`config.mk`:
```
export PLATFORM = sky130hd
export DESIGN_NAME = calibration_top
export DESIGN_NICKNAME = d
export VERILOG_FILES = /design/src/config_pkg.sv /design/src/stream_pkg.sv /design/src/calibration.sv /design/src/calibration_registers.sv /design/src/calibration_top.sv /design/src/saturating_adder.sv /design/src/stream_slice.sv
export VERILOG_INCLUDE_DIRS = /design/src
export SDC_FILE = /design/constraint.sdc
export NUM_CORES = 1
export LEC_CHECK = 0
export BUFFER_PORTS_ARGS = -buffer_cell sky130_fd_sc_hd__buf_4
export CAP_MARGIN = 20
export CORE_MARGIN = 5
export CORE_UTILIZATION = 65
export CTS_CLUSTER_SIZE = 28
export DETAILED_ROUTE_END_ITERATION = 8
export GPL_ROUTABILITY_DRIVEN = 0
export PLACE_DENSITY_LB_ADDON = 0.08
export SYNTH_ARGS = -nofsm -noshare
export SYNTH_HDL_FRONTEND = slang
export SYNTH_HIERARCHICAL = 1
export SYNTH_SLANG_ARGS = --single-unit
```
`constraint.sdc`:
```
create_clock -name clock -period 9.3 [get_ports clock]
set_clock_uncertainty 0.15 [all_clocks]
set_input_delay 0.93 -clock clock [delete_from_list [all_inputs] [get_ports clock]]
set_output_delay 0.93 -clock clock [all_outputs]
set_load 0.005 [all_outputs]
```
`src/calib_defines.svh`:
```
// Shared sizing macros for the multi-channel ADC calibration stage
`ifndef CALIB_DEFINES_SVH
`define CALIB_DEFINES_SVH

// Width of one ADC sample and of each offset value
`define CALIB_DATA_WIDTH 16

// Number of interleaved channels on the sample stream
`define CALIB_CHANNELS 4

// Width of the channel tag that travels with each sample
`define CALIB_DEST_WIDTH 2

// Width of a per-channel left shift amount
`define CALIB_SHIFT_WIDTH 4

// Width of a configuration register address
`define CALIB_ADDR_WIDTH 4

`endif

```
`src/config_pkg.sv`:
```
// Calibration configuration types and the register address map
`include "calib_defines.svh"

package config_pkg;

    // Settings for a single channel
    typedef struct packed {
        logic signed [`CALIB_DATA_WIDTH-1:0] offset;
        logic [`CALIB_SHIFT_WIDTH-1:0] shift;
        logic output_signed;
    } channel_config_t;

    // Complete configuration seen by the calibration stage
    // Channel c lives at index c of the packed array
    typedef struct packed {
        logic shift_enable;
        channel_config_t [`CALIB_CHANNELS-1:0] channels;
    } calibration_config_t;

    // Offsets occupy one address per channel starting here
    localparam int OFFSET_BASE = 0;

    // Shift amounts occupy one address per channel starting here
    localparam int SHIFT_BASE = 4;

    // Control word with the global enable and the signedness bits
    localparam int CONTROL_ADDRESS = 8;
    localparam int SHIFT_ENABLE_BIT = 0;
    localparam int OUTPUT_SIGNED_LSB = 1;

endpackage

```
`src/stream_pkg.sv`:
```
// Sample stream payload types before and after calibration
`include "calib_defines.svh"

package stream_pkg;

    // Sample as delivered by the ADC interleaver
    // The channel tag selects which calibration settings apply
    typedef struct packed {
        logic signed [`CALIB_DATA_WIDTH-1:0] data;
        logic [`CALIB_DEST_WIDTH-1:0] dest;
    } raw_sample_t;

    // Sample after offset and gain correction
    // The flag is set when the offset adder had to clamp the result
    typedef struct packed {
        logic signed [`CALIB_DATA_WIDTH-1:0] data;
        logic [`CALIB_DEST_WIDTH-1:0] dest;
        logic saturated;
    } calibrated_sample_t;

endpackage

```
`src/calibration.sv`:
```
// Pipeline stage that applies per-channel offset and optional left shift to each sample
`timescale 1ns/10ps
`include "calib_defines.svh"

module calibration (
    input  logic clock,
    input  logic reset,
    input  config_pkg::calibration_config_t calib_config,
    input  logic in_valid,
    output logic in_ready,
    input  stream_pkg::raw_sample_t in_sample,
    output logic out_valid,
    input  logic out_ready,
    output stream_pkg::calibrated_sample_t out_sample
);

    config_pkg::channel_config_t channel;
    logic signed [`CALIB_DATA_WIDTH-1:0] offset_sum;
    logic signed [`CALIB_DATA_WIDTH-1:0] shifted_sum;
    logic signed [`CALIB_DATA_WIDTH-1:0] corrected;
    logic offset_saturated;
    logic accept;

    // Settings of the channel named by the incoming tag
    assign channel = calib_config.channels[in_sample.dest];

    // Offset correction with limits chosen by the channel's signedness
    saturating_adder offset_adder (
        .a(in_sample.data),
        .b(channel.offset),
        .output_signed(channel.output_signed),
        .sum(offset_sum),
        .saturated(offset_saturated)
    );

    // Gain correction by a power of two
    // Bits shifted past the top are dropped, only the low data-width bits remain
    assign shifted_sum = offset_sum <<< channel.shift;

    assign corrected = calib_config.shift_enable ? shifted_sum : offset_sum;

    // The output register can load when empty or when it drains this cycle
    assign in_ready = !out_valid || out_ready;
    assign accept = in_valid && in_ready;

    always_ff @(posedge clock) begin
        if (!reset) begin
            out_valid <= 1'b0;
        end else if (in_ready) begin
            out_valid <= in_valid;
        end
    end

    // Result, tag and clamp flag are captured together
    always_ff @(posedge clock) begin
        if (accept) begin
            out_sample.data <= corrected;
            out_sample.dest <= in_sample.dest;
            out_sample.saturated <= offset_saturated;
        end
    end

endmodule

```
`src/calibration_registers.sv`:
```
// Register bank holding the calibration settings, written through a strobe port
`timescale 1ns/10ps
`include "calib_defines.svh"

module calibration_registers (
    input  logic clock,
    input  logic reset,
    input  logic reg_write,
    input  logic [`CALIB_ADDR_WIDTH-1:0] reg_address,
    input  logic [`CALIB_DATA_WIDTH-1:0] reg_data,
    output config_pkg::calibration_config_t calib_config
);

    logic [`CALIB_CHANNELS-1:0] offset_hit;
    logic [`CALIB_CHANNELS-1:0] shift_hit;
    logic control_hit;

    // Address decode against the map in config_pkg
    // Addresses outside the map match nothing and the write is dropped
    always_comb begin
        for (int ch = 0; ch < `CALIB_CHANNELS; ch++) begin
            offset_hit[ch] = (int'(reg_address) == config_pkg::OFFSET_BASE + ch);
            shift_hit[ch] = (int'(reg_address) == config_pkg::SHIFT_BASE + ch);
        end
        control_hit = (int'(reg_address) == config_pkg::CONTROL_ADDRESS);
    end

    // Reset leaves zero offsets, no shift and all channels unsigned
    always_ff @(posedge clock) begin
        if (!reset) begin
            calib_config <= '0;
        end else if (reg_write) begin
            for (int ch = 0; ch < `CALIB_CHANNELS; ch++) begin
                if (offset_hit[ch]) begin
                    calib_config.channels[ch].offset <= reg_data;
                end
                if (shift_hit[ch]) begin
                    calib_config.channels[ch].shift <= reg_data[`CALIB_SHIFT_WIDTH-1:0];
                end
                // Signedness bits sit above the enable bit in the control word
                if (control_hit) begin
                    calib_config.channels[ch].output_signed <=
                        reg_data[config_pkg::OUTPUT_SIGNED_LSB + ch];
                end
            end
            if (control_hit) begin
                calib_config.shift_enable <= reg_data[config_pkg::SHIFT_ENABLE_BIT];
            end
        end
    end

endmodule

```
`src/calibration_top.sv`:
```
// Top level of the calibration stage with configuration bank and stream slices
`timescale 1ns/10ps
`include "calib_defines.svh"

module calibration_top (
    input  logic clock,
    input  logic reset,
    input  logic reg_write,
    input  logic [`CALIB_ADDR_WIDTH-1:0] reg_address,
    input  logic [`CALIB_DATA_WIDTH-1:0] reg_data,
    input  logic in_valid,
    output logic in_ready,
    input  stream_pkg::raw_sample_t in_sample,
    output logic out_valid,
    input  logic out_ready,
    output stream_pkg::calibrated_sample_t out_sample
);

    config_pkg::calibration_config_t calib_config;

    // Stream between the input slice and the calibration stage
    logic raw_valid;
    logic raw_ready;
    stream_pkg::raw_sample_t raw_sample;

    // Stream between the calibration stage and the output slice
    logic cal_valid;
    logic cal_ready;
    stream_pkg::calibrated_sample_t cal_sample;

    calibration_registers registers (
        .clock(clock),
        .reset(reset),
        .reg_write(reg_write),
        .reg_address(reg_address),
        .reg_data(reg_data),
        .calib_config(calib_config)
    );

    // Input slice decouples the upstream ready from the calibration stage
    stream_slice #(
        .payload_t(stream_pkg::raw_sample_t)
    ) input_slice (
        .clock(clock),
        .reset(reset),
        .in_valid(in_valid),
        .in_ready(in_ready),
        .in_payload(in_sample),
        .out_valid(raw_valid),
        .out_ready(raw_ready),
        .out_payload(raw_sample)
    );

    calibration calibration_stage (
        .clock(clock),
        .reset(reset),
        .calib_config(calib_config),
        .in_valid(raw_valid),
        .in_ready(raw_ready),
        .in_sample(raw_sample),
        .out_valid(cal_valid),
        .out_ready(cal_ready),
        .out_sample(cal_sample)
    );

    // Output slice absorbs downstream back-pressure
    stream_slice #(
        .payload_t(stream_pkg::calibrated_sample_t)
    ) output_slice (
        .clock(clock),
        .reset(reset),
        .in_valid(cal_valid),
        .in_ready(cal_ready),
        .in_payload(cal_sample),
        .out_valid(out_valid),
        .out_ready(out_ready),
        .out_payload(out_sample)
    );

endmodule

```
`src/saturating_adder.sv`:
```
// Signed adder that clamps its result to signed or unsigned output limits
`timescale 1ns/10ps
`include "calib_defines.svh"

module saturating_adder (
    input  logic signed [`CALIB_DATA_WIDTH-1:0] a,
    input  logic signed [`CALIB_DATA_WIDTH-1:0] b,
    input  logic output_signed,
    output logic signed [`CALIB_DATA_WIDTH-1:0] sum,
    output logic saturated
);

    localparam int W = `CALIB_DATA_WIDTH;

    // Limits expressed in the widened domain so they compare directly with the raw sum
    localparam logic signed [W:0] MAX_VALUE = {2'b00, {(W-1){1'b1}}};
    localparam logic signed [W:0] MIN_SIGNED = {2'b11, {(W-1){1'b0}}};

    logic signed [W:0] wide_sum;
    logic signed [W:0] low_limit;

    // One guard bit is enough to hold any sum of two W-bit operands
    assign wide_sum = {a[W-1], a} + {b[W-1], b};

    // Unsigned channels may not go below zero
    assign low_limit = output_signed ? MIN_SIGNED : '0;

    always_comb begin
        sum = wide_sum[W-1:0];
        saturated = 1'b0;
        if (wide_sum > MAX_VALUE) begin
            sum = MAX_VALUE[W-1:0];
            saturated = 1'b1;
        end else if (wide_sum < low_limit) begin
            sum = low_limit[W-1:0];
            saturated = 1'b1;
        end
    end

endmodule

```
`src/stream_slice.sv`:
```
// Two-entry skid buffer that registers a valid/ready stream at full throughput
`timescale 1ns/10ps

module stream_slice #(
    parameter type payload_t = logic
) (
    input  logic clock,
    input  logic reset,
    input  logic in_valid,
    output logic in_ready,
    input  payload_t in_payload,
    output logic out_valid,
    input  logic out_ready,
    output payload_t out_payload
);

    payload_t main_payload;
    payload_t spare_payload;
    logic main_valid;
    logic spare_valid;
    logic main_free;
    logic spare_load;

    // The main entry can take new data when it is empty or being read out
    assign main_free = !main_valid || out_ready;

    // The spare entry catches the item that arrives while the main entry is stalled
    assign spare_load = !main_free && in_valid && !spare_valid;

    // Ready comes straight from a flop, so out_ready never reaches in_ready
    assign in_ready = !spare_valid;

    assign out_valid = main_valid;
    assign out_payload = main_payload;

    always_ff @(posedge clock) begin
        if (!reset) begin
            main_valid <= 1'b0;
            spare_valid <= 1'b0;
        end else if (main_free) begin
            // A waiting spare item goes first to keep the order
            main_valid <= spare_valid || in_valid;
            spare_valid <= 1'b0;
        end else if (spare_load) begin
            spare_valid <= 1'b1;
        end
    end

    always_ff @(posedge clock) begin
        if (main_free) begin
            main_payload <= spare_valid ? spare_payload : in_payload;
        end
        if (spare_load) begin
            spare_payload <= in_payload;
        end
    end

endmodule

```
* Word-level counts from Yosys, hierarchy flattened *
Index checks and enable logic that the tools add are counted.

cells by class
  $add $sub $neg = 1
  $lt $le $gt $ge = 3
  equality and inequality tests = 8
  shift-type cells = 1
  multiplexer cells = 9
  bitwise gates (word level) = 1
  reduce and logical (&&, ||, !) cells = 29

operators with widths
  kind                  number
  $mux 16               3
  $bmux 21 s2           1
  $mux 21               1
  $eq 4x4->1 const B    5
  $mux 19               1
  $mux 18               1
  $reduce_and 2->1      9
  $add 16x16->17        1
  $gt 17x16->1 const B  1
  $lt 17x17->1          1
  $mux 17               1
  $sshl 16x4->16        1
  $eq 4x3->1 const B    2
  $logic_not 1->1       7
  $logic_and 1x1->1     5
  $logic_or 1x1->1      5
  $eq 4x2->1 const B    1
  $logic_not 4->1       1
  $reduce_or 2->1       2
  $lt 2x3->1 const B    1
  $mux 1                1
  $not 1->1             1

word-level totals
  register bits after elaboration = 183
  bits of input ports = 43
  output and inout port bits = 21
  logic and storage cells = 83

* Longest topological paths before layout *
Gate-level depths: netlist (run 1).

  depth after elaboration = 8
  depth in mapped cells = 18
  depth with buffers taken out = 16

* Hierarchy *
Netlist (run 1), hierarchy kept.

modules (own cells, without submodules)
  module                       instances  cells an instance  area each (um^2)  sequential area each (um^2)
  calibration_registers        1          303                3154.3            1701.6
  calibration                  1          143                1840.5            590.6
  stream_slice (output_slice)  1          67                 1461.4            1181.1
  stream_slice (input_slice)   1          64                 1453.9            1121.1
  saturating_adder             1          134                1016.0            0.0

* Worst setup path before layout (run 1) *
No wires, ideal clock.

  path type = register -> register
  from = register input_slice.main_payload (netlist bit input_slice/out_payload[0])
  to = register calibration_stage/out_sample[16] (netlist name), data pin
  library setup time = 0.260 ns
  arrival time = 4.985 ns
  data required time = 8.890 ns
  path slack = 3.905 ns
  cell stages (with the launch flop) = 18
  path buffers = 3
  period minus slack after synthesis = 5.395 ns
  cell sequence = edfxtp_1 buf_2 buf_2 mux4_2 ha_1 a21o_1 a311o_1 a21oi_1 o41ai_2 o21a_1 fa_1 inv_1 clkbuf_1 o211ai_1 mux2i_1 mux2i_1 mux4_2 mux2_4

RTL lines
  item                      line                text
  start: declaration        stream_slice.sv:17  payload_t main_payload;
  start signal: assignment  stream_slice.sv:51  main_payload <= spare_valid ? spare_payload : in_payload;
  end: declaration          calibration.sv:14   output stream_pkg::calibrated_sample_t out_sample

==> results.toml, run 1 <==
[run_status]
status = "complete, no violations"

[global_routing]
grt_max_degree = 89
grt_pass1_wl_um = 29010
antenna_found_initial = 0
grt_pass1_vias = 5869
grt.total_usage = 0.2282
grt-ovfl-total = 0

[floorplanning]
die_h_um = 127.2
die_w_um = 127.2
fp-row-count = 42
die-area_um2 = 16180
start_util = 0.6687
ios = 64
core_area_um2 = 13350

[logic_synthesis]
syn_avg_cell_area_um2 = 12.55
syn-instance-count = 711
async_reset_ff_frac = 0
synth_area_um2 = 8926
synth_common_cells = "120 x nand2_1, 115 x mux2i_1, 93 x edfxtp_1"
yosysWarnings = 6
ys_seq_area_frac = 0.5147
synthFlopType = "edfxtp_1"
post-synth-top-area-fraction = 0.3129
synth.most_common_cell = "nand2_1"
synthesis.nets = 772
synth-seq-cells = 183
synth_edf_count = 93
synth_area_leaders = "edfxtp_1 31%, dfxtp_1 20%, mux2i_1 13%"
yosysUniqueCellTypes = 66
yosysTopAreaCell = "edfxtp_1"

[clock_network]
cts_tree = "built"
clockRootBuffer = "clkbuf_16"
cts.reportedPaths.clkPinSlew_ps = 60
ctsResizeCount = 0
htree_levels = 4
numClockSinks = 183
cts_buffers = 17
holdBufCountCts = 0
worst_skew_pair.late_latency_ps = 420
cts_buffer_depth = 2
cts_setup_buffers = 0

[final_layout]
antenna_cells = 0
nets = 821
area_growth_pct = 12.01
drive_gt1_frac = 0.2432

[timing]
slew_headroom = 0.2364
period_needed_ps = 5777
slew_viol_final = 0
final-hold-violation-count = 0
final.setup.tns_ps = 0
worst_slew_pin_slew_ps = 1145
fin_crit_sh = 0.6211
setup_viol = 0
rsz0062_at_grt = "false"
clock.fmax_ghz = 0.1731
fin_ws_ps = 3523

[worst_setup_path]
path_max_fanout = 22
crit_family = "multiplexers"
crit_buf_inv = 1
path_class = "register to register"
worst_setup_path_start_kind = "register"
cp.arrival_ps = 5810
worstPathRequired_ps = 9330
crit_top_cell = "o21a_1"
cp_cell_sequence = "mux4_2 -> ha_1 -> o211ai_1 -> o21a_1 -> a211oi_1 -> o21a_1 -> o21a_1 -> o21ai_1 -> fa_1 -> inv_1 -> o211ai_1 -> mux2i_1 -> mux2i_1 -> mux4_2 -> mux2_4"
cp_slowest_stage_delay_ps = 1100
slowest_stage = "edfxtp_1"
cp-end-kind = "register"

[min_path]
hp-class = "register to register"

[placement]
pre_cts_ws_ps = 3584
place_hpwl_um = 12500
port_buffers = 63

[route]
vias = 5689
drtAntennaViolNets = 0
wl_per_cell_um = 18.91
viasPerCell = 5.995
wl_um = 17940
drcViolationCount = 0
drt_iter0_drc = 398
dr.pass1.iters = 5

[power]
pwr_density_cell_nw_per_um2 = 168.1
p_leak_nw = 3.966
ir_drop_uv = 108.0

[flow_run]
maxCapViolCount = 0
where the power goes:
group          leakage (nW)  total, mW  switching, mW  internal [mW]
Sequential             1.64      0.880         0.0108          0.869
Clock                 0.258      0.656          0.290          0.366
Combinational          2.07      0.145         0.0772         0.0673
Total                  3.97       1.68          0.378           1.30
area by class of cell:
class	count	area (um2)
multi-input cells	475	4038
clock buffers	19	432.9
repair buffers	73	568.0
inverters	10	37.54
clock inverters	13	107.6
fillers	898	3349
well taps	176	220.2
flip-flops and latches	183	4594
sequential cells by signal (all words and copies together), names as in the netlist:
signal                        cells
output_slice/spare_valid          1
calibration_stage/out_sample     19
input_slice/spare_valid           1
output_slice/out_valid            1
output_slice/out_payload         19
output_slice/spare_payload       19
input_slice/out_valid             1
calibration_stage/out_valid       1
input_slice/out_payload          18
input_slice/spare_payload        18
registers/calib_config           85
final timing paths:
| check | from | endpoint | slack, ps | depth (start not counted) |
|---|---|---|---|---|
| setup / recovery | input_slice/out_payload[1]$_DFFE_PP_ | calibration_stage/out_sample[16]$_DFFE_PP_ | 3520 | 15 |
| hold / removal | calibration_stage/out_sample[9]$_DFFE_PP_ | output_slice/spare_payload[9]$_DFFE_PP_ | 290 | 0 |
| setup reg to reg | input_slice/out_payload[1]$_DFFE_PP_ | calibration_stage/out_sample[16]$_DFFE_PP_ | 3520 | 15 |
| hold reg to reg | calibration_stage/out_sample[9]$_DFFE_PP_ | output_slice/spare_payload[9]$_DFFE_PP_ | 290 | 0 |
logic make-up (layout without fill, tap and decap cells):
family	Yosys count	count (layout)	synth area share
fa+ha+maj	18	18	0.02691
buf+inv	53	115	0.03406
simple gates	187	187	0.09854
flops	183	183	0.5147
compound gates	81	81	0.07009
xor+xnor	13	13	0.01276
mux	176	176	0.2429
metal layers:
layer | vias up | GRT usage | part of all wire
li1 | 2724 | - | -
met3 | 39 | 0.04925 | 0.046
met4 | 0 | 0.09274 | 0.025
met1 | 2759 | 0.2991 | 0.44
met5 | - | 0 | 0
met2 | 167 | 0.3720 | 0.49
placed cells by master (no fill, tap or decap), types with 3 or more instances in the layout:
cell type    n
o211ai_1     7
o21a_1       6
xor2_1       8
nand3b_1     4
nor3_1       4
mux2i_1    115
nand2b_1     8
nor2_1      16
dfxtp_1     90
buf_4       72
clkbuf_16   17
nand2_1    120
mux2_2      20
mux2_4      18
xnor2_1      5
a22o_1       4
ha_1        16
inv_1        9
nor3b_2      6
nand3_1      5
o21ai_0      5
clkinv_4     3
o21ai_1      5
mux4_2      22
o211ai_2     9
a21oi_1     17
a22oi_1      3
nor2b_1      3
edfxtp_1    93
clkinv_2     3
nand4_1      6
stage by stage:
| stage | instance area [um2] | hold slack, ps | utilization | total power [mW] | std cells |
|---|---|---|---|---|---|
| 4_1_cts | 9971 | 296.7 | 0.7470 | 1.690 | 948 |
| 3_3_place_gp | 9430 | 278.8 | 0.7065 | 1.035 | 916 |
| 5_1_grt | 9998 | 297.6 | 0.7491 | 1.749 | 949 |
| 6_report | 9998 | 292.7 | 0.7491 | 1.681 | 949 |
| 3_5_place_dp | 9430 | 282.0 | 0.7065 | 1.040 | 916 |
| 2_1_floorplan | 8926 | 272.2 | - | 0.9900 | 711 |
Note: power is estimated with default switching activity, not from simulation.
==> inputs of run 2 (changes only) <==
--- a/config.mk
+++ b/config.mk
@@ -9,7 +9,7 @@
 export BUFFER_PORTS_ARGS = -buffer_cell sky130_fd_sc_hd__buf_4
 export CAP_MARGIN = 20
 export CORE_MARGIN = 5
-export CORE_UTILIZATION = 65
+export CORE_UTILIZATION = 61
 export CTS_CLUSTER_SIZE = 28
 export DETAILED_ROUTE_END_ITERATION = 8
 export GPL_ROUTABILITY_DRIVEN = 0
==> constraint.sdc (replaced) <==
create_clock -name clock -period 5.5 [get_ports clock]
set_clock_uncertainty 0.15 [all_clocks]
set_input_delay 0.55 -clock clock [delete_from_list [all_inputs] [get_ports clock]]
set_output_delay 0.55 -clock clock [all_outputs]
set_load 0.005 [all_outputs]
==> results.toml, run 2 (same netlist as run 1, synthesis figures left out) <==
[timing]
final.setup.tns_ps = 0
rsz0062_at_grt = "false"
slew_viol_final = 0
setup_viol = 0
fin_crit_sh = 0.9451
clock.fmax_ghz = 0.1924
slew_headroom = 0.2232
final-hold-violation-count = 0
period_needed_ps = 5198
worst_slew_pin_slew_ps = 1165

[run_status]
status = "complete, no violations"

[final_layout]
layout_commonest_cell = "nand2_1"
fin_area_um2 = 10030
drive_gt1_frac = 0.2452
nFillCells = 1067
largest-register = "registers/calib_config"
nets = 823
antenna_cells = 0
area_growth_pct = 12.41
layout.cells.most_common_list = "120 x nand2_1, 115 x mux2i_1, 93 x edfxtp_1, 90 x dfxtp_1, 73 x buf_4"
largest_reg_flops = 85

[min_path]
hold-path-endpoint = "input_slice/spare_payload[12]$_DFFE_PP_"
hp-class = "input port to register"
min_path_cells = 1
hold_start = "in_sample[12]"

[route]
vias = 5701
viasPerCell = 5.945
dr.pass1.iters = 6
drtAntennaViolNets = 0
drcViolationCount = 0
wl_per_cell_um = 19.07
wl_um = 18290
drt_iter0_drc = 576

[clock_network]
cts.reportedPaths.clkPinSlew_ps = 60
worst_skew_pair.late_latency_ps = 430
cts_setup_buffers = 0
cts_tree = "built"
cts_buffers = 17
cts_buffer_depth = 2
holdBufCountCts = 0
clockRootBuffer = "clkbuf_16"
htree_levels = 4
ctsResizeCount = 0
numClockSinks = 183

[global_routing]
grt_pass1_wl_um = 29290
grt_pass1_vias = 5763
antenna_found_initial = 0
grt.total_usage = 0.2226
grt-ovfl-total = 0
grt_max_degree = 107

[flow_run]
maxCapViolCount = 0

[floorplanning]
die-area_um2 = 17150
die_w_um = 131.0
start_util = 0.6188
core_area_um2 = 14420
fp-row-count = 44
ios = 64
die_h_um = 131.0

[worst_setup_path]
worstPathRequired_ps = 5530
cp.arrival_ps = 5230
cp-end-kind = "register"
worst_setup_path_start_kind = "register"
rrSetupSlack_ps = 300
path_class = "register to register"
path_max_fanout = 15
reg2reg_to = "calibration_stage/out_sample[16]$_DFFE_PP_"
reg2reg_from = "input_slice/out_payload[0]$_DFFE_PP_"
ff2ff_path_depth = 16

[power]
p_sw_mw = 0.6539
switching_share = 0.2276
p_leak_nw = 3.976
clkPwrFrac = 0.397
seq_power_share = 0.517
ir_drop_uv = 207.2
power_frac_comb = 0.087
p_int_mw = 2.220
pwr_density_cell_nw_per_um2 = 286.4

[placement]
place_hpwl_um = 12800
placed_area_um2 = 9468
port_buffers = 63
[run 2: changes by cell type in the layout (fill, tap and decap cells not counted), sizes merged]
| cell | previous run | this run |
|---|---|---|
| clkinvlp | 3 | 4 |
| clkinv | 8 | 5 |
| buf | 73 | 75 |
| clkbuf | 19 | 21 |
[run 2: layer usage]
metal  vias up  track usage  routed length, um
met3        39      0.03780                859
met5         -            0                  0
met4         0       0.1047                569
li1       2730            -                  -
met1      2773       0.2855               7892
met2       159       0.3683               8969
[run 2: power by group through the flow]
stage	clock network [mW]	registers, mW	logic, mW
finish	1.14	1.49	0.249
global route	1.22	1.49	0.271
CTS	1.16	1.49	0.249
detailed placement	0	1.52	0.247
global placement	0	1.51	0.242
floorplan	0	1.51	0.164
[run 2: through the flow]
stage	setup WS [ps]	util	hold WS, ps	std cells	power, mW
6_report	301.9	0.6956	155.8	959	2.874
5_1_grt	16.82	0.6956	138.0	959	2.977
3_3_place_gp	529.7	0.6564	279.9	926	1.756
2_1_floorplan	104.8	-	272.2	711	1.674
3_5_place_dp	394.0	0.6564	282.0	926	1.762
4_1_cts	366.8	0.6946	134.9	958	2.890
[run 2: worst max-delay path, cell delays in order (launching register included)]
cell      delay, ps
edfxtp_1        470
buf_12          210
mux4_2          540
ha_1            400
a21oi_1         290
o21ai_0         210
a21oi_1         230
o41ai_2         110
o21a_1          210
fa_1            450
inv_1           170
buf_4           210
o211ai_2        140
mux2i_1         240
mux2i_1         150
mux4_2          490
mux2_4          260
[run 2: worst max-delay path by stage]
stage | start | to | slack [ps]
after floorplan | input_slice/out_payload[0]$_DFFE_PP_ | calibration_stage/out_sample[16]$_DFFE_PP_ | 100
after global placement | input_slice/out_payload[0]$_DFFE_PP_ | calibration_stage/out_sample[16]$_DFFE_PP_ | 530
after detailed placement | input_slice/out_payload[0]$_DFFE_PP_ | calibration_stage/out_sample[16]$_DFFE_PP_ | 390
after CTS | input_slice/out_payload[0]$_DFFE_PP_ | calibration_stage/out_sample[16]$_DFFE_PP_ | 370
after global routing | input_slice/out_payload[0]$_DFFE_PP_ | calibration_stage/out_sample[16]$_DFFE_PP_ | 20
final | input_slice/out_payload[0]$_DFFE_PP_ | calibration_stage/out_sample[16]$_DFFE_PP_ | 300
[run 2: cell type report]
| class | count | area, um2 | share of cell area |
|---|---|---|---|
| clock buffer | 21 | 450.4 | 0.04489 |
| tap | 184 | 230.2 | 0.02295 |
| inverter | 10 | 37.54 | 0.003741 |
| timing repair buffer | 75 | 583.1 | 0.05811 |
| multi-input combinational | 475 | 4038 | 0.4024 |
| clock inverter | 11 | 100.1 | 0.009976 |
| sequential | 183 | 4594 | 0.4579 |
==> inputs of run 3 (changes only) <==
--- a/config.mk
+++ b/config.mk
@@ -9,7 +9,7 @@
 export BUFFER_PORTS_ARGS = -buffer_cell sky130_fd_sc_hd__buf_4
 export CAP_MARGIN = 20
 export CORE_MARGIN = 5
-export CORE_UTILIZATION = 61
+export CORE_UTILIZATION = 65
 export CTS_CLUSTER_SIZE = 28
 export DETAILED_ROUTE_END_ITERATION = 8
 export GPL_ROUTABILITY_DRIVEN = 0
==> constraint.sdc (replaced) <==
create_clock -name clock -period 6.4 [get_ports clock]
set_clock_uncertainty 0.15 [all_clocks]
set_input_delay 0.64 -clock clock [delete_from_list [all_inputs] [get_ports clock]]
set_output_delay 0.64 -clock clock [all_outputs]
set_load 0.005 [all_outputs]
==> results.toml, run 3 (same netlist as run 1, synthesis figures left out) <==
[worst_setup_path]
cp_slowest_stage_delay_ps = 860
path_class = "register to register"
worst_setup_path_start_kind = "register"
crit_path_start = "input_slice/out_payload[0]$_DFFE_PP_"
path_max_fanout = 14
cp_cell_sequence = "buf_4 -> mux4_2 -> ha_1 -> a21oi_1 -> o21ai_0 -> a21oi_1 -> o41ai_2 -> o21a_1 -> fa_1 -> inv_1 -> o211ai_1 -> mux2i_1 -> mux2i_1 -> mux4_2 -> mux2_4"
cp-end-kind = "register"
cp.depth = 15
crit_family = "multiplexers"
reg2reg_to = "calibration_stage/out_sample[16]$_DFFE_PP_"
cp-endpoint = "calibration_stage/out_sample[16]$_DFFE_PP_"
cp.arrival_ps = 5810
worstPathRequired_ps = 6430
reg2reg_from = "input_slice/out_payload[0]$_DFFE_PP_"
slowest_stage = "edfxtp_1"
crit_buf_inv = 2
ff2ff_path_depth = 15
rrSetupSlack_ps = 620

[final_layout]
nFillCells = 880
nets = 823
largest-register = "registers/calib_config"
layout.cells.most_common_list = "120 x nand2_1, 115 x mux2i_1, 93 x edfxtp_1, 90 x dfxtp_1, 75 x buf_4"
largest_reg_flops = 85
layout_commonest_cell = "nand2_1"
antenna_cells = 0
final_util = 0.7538
drive_gt1_frac = 0.2477
area_growth_pct = 12.71

[route]
wl_um = 18840
wl_per_cell_um = 19.81
dr.pass1.iters = 6
drt_iter0_drc = 522
drcViolationCount = 0
viasPerCell = 6.068
vias = 5771
drtAntennaViolNets = 0

[clock_network]
cts_setup_buffers = 0
htree_levels = 4
clockRootBuffer = "clkbuf_16"
cts_buffer_depth = 2
cts_buffers = 17
worst_skew_pair.late_latency_ps = 430
ctsResizeCount = 0
cts_tree = "built"
numClockSinks = 183
holdBufCountCts = 0
cts.reportedPaths.clkPinSlew_ps = 60

[timing]
final-hold-violation-count = 0
fin_crit_sh = 0.9029
clock.fmax_ghz = 0.1731
rsz0062_at_grt = "false"
fin_ws_ps = 621.5
slew_headroom = 0.2134
setup_viol = 0
period_needed_ps = 5779
final.setup.tns_ps = 0
worst_slew_pin_slew_ps = 1180
slew_viol_final = 0

[global_routing]
grt_max_degree = 60
grt_pass1_wl_um = 30780
grt-ovfl-total = 0
grt_pass1_vias = 5938
grt.total_usage = 0.2429
antenna_found_initial = 0

[placement]
pre_cts_ws_ps = 690.9
port_buffers = 63
place_hpwl_um = 13190

[floorplanning]
die_w_um = 127.2
fp-row-count = 42
die-area_um2 = 16180
ios = 64
die_h_um = 127.2
start_util = 0.6687
core_area_um2 = 13350

[power]
ir_drop_uv = 181.8
pwr_density_cell_nw_per_um2 = 254.7
p_leak_nw = 4.009

[flow_run]
maxCapViolCount = 0

[run_status]
status = "complete, no violations"

[min_path]
hp-class = "input port to register"
[run 3: cell count changes in the layout (fill, tap and decap cells not counted), sizes merged]
cell / delta
inv: +1
bufinv: +2
clkinvlp: -3
[run 3: cell type report]
cell class              count  area, um2  area share
flip-flops and latches    183       4594      0.4567
multi-input cells         475       4038      0.4013
repair buffers             75      563.0     0.05596
clock buffers              21      460.4     0.04577
well taps                 176      220.2     0.02189
clock inverters            11      147.6     0.01467
inverters                  10      37.54    0.003731
[run 3: routing by layer]
| layer | wire (um) | share of wire | GRT usage |
|---|---|---|---|
| met1 | 7815 | 0.41 | 0.3045 |
| met2 | 9550 | 0.51 | 0.4122 |
| met3 | 927 | 0.049 | 0.04549 |
| met4 | 543 | 0.029 | 0.1085 |
| met5 | 0 | 0 | 0 |
[run 3: power by group]
group / switching (mW) / total [mW] / leakage [nW] / internal [mW]
Sequential: 0.0174 / 1.28 / 1.64 / 1.26
Clock: 0.435 / 1.07 / 0.298 / 0.636
Combinational: 0.113 / 0.211 / 2.07 / 0.0985
[run 3: worst min-delay path by stage]
stage / start / slack (ps) / cells past startpoint / endpoint
global route: in_sample[16] / 230 / 1 / input_slice/spare_payload[16]$_DFFE_PP_
detailed placement: calibration_stage/out_sample[17]$_DFFE_PP_ / 280 / 0 / output_slice/spare_payload[17]$_DFFE_PP_
global placement: calibration_stage/out_sample[17]$_DFFE_PP_ / 280 / 0 / output_slice/spare_payload[17]$_DFFE_PP_
floorplan: calibration_stage/out_sample[0]$_DFFE_PP_ / 270 / 0 / output_slice/spare_payload[0]$_DFFE_PP_
finish: in_sample[16] / 240 / 1 / input_slice/spare_payload[16]$_DFFE_PP_
CTS: in_sample[6] / 230 / 1 / input_slice/spare_payload[6]$_DFFE_PP_
[run 3: metrics by stage]
step	power, mW	std cells	instance area [um2]	hold slack (ps)
2_1_floorplan	1.439	711	8926	272.2
3_3_place_gp	1.506	919	9453	277.0
3_5_place_dp	1.514	919	9453	283.0
4_1_cts	2.577	951	10060	225.8
5_1_grt	2.654	951	10060	226.4
6_report	2.563	951	10060	237.7
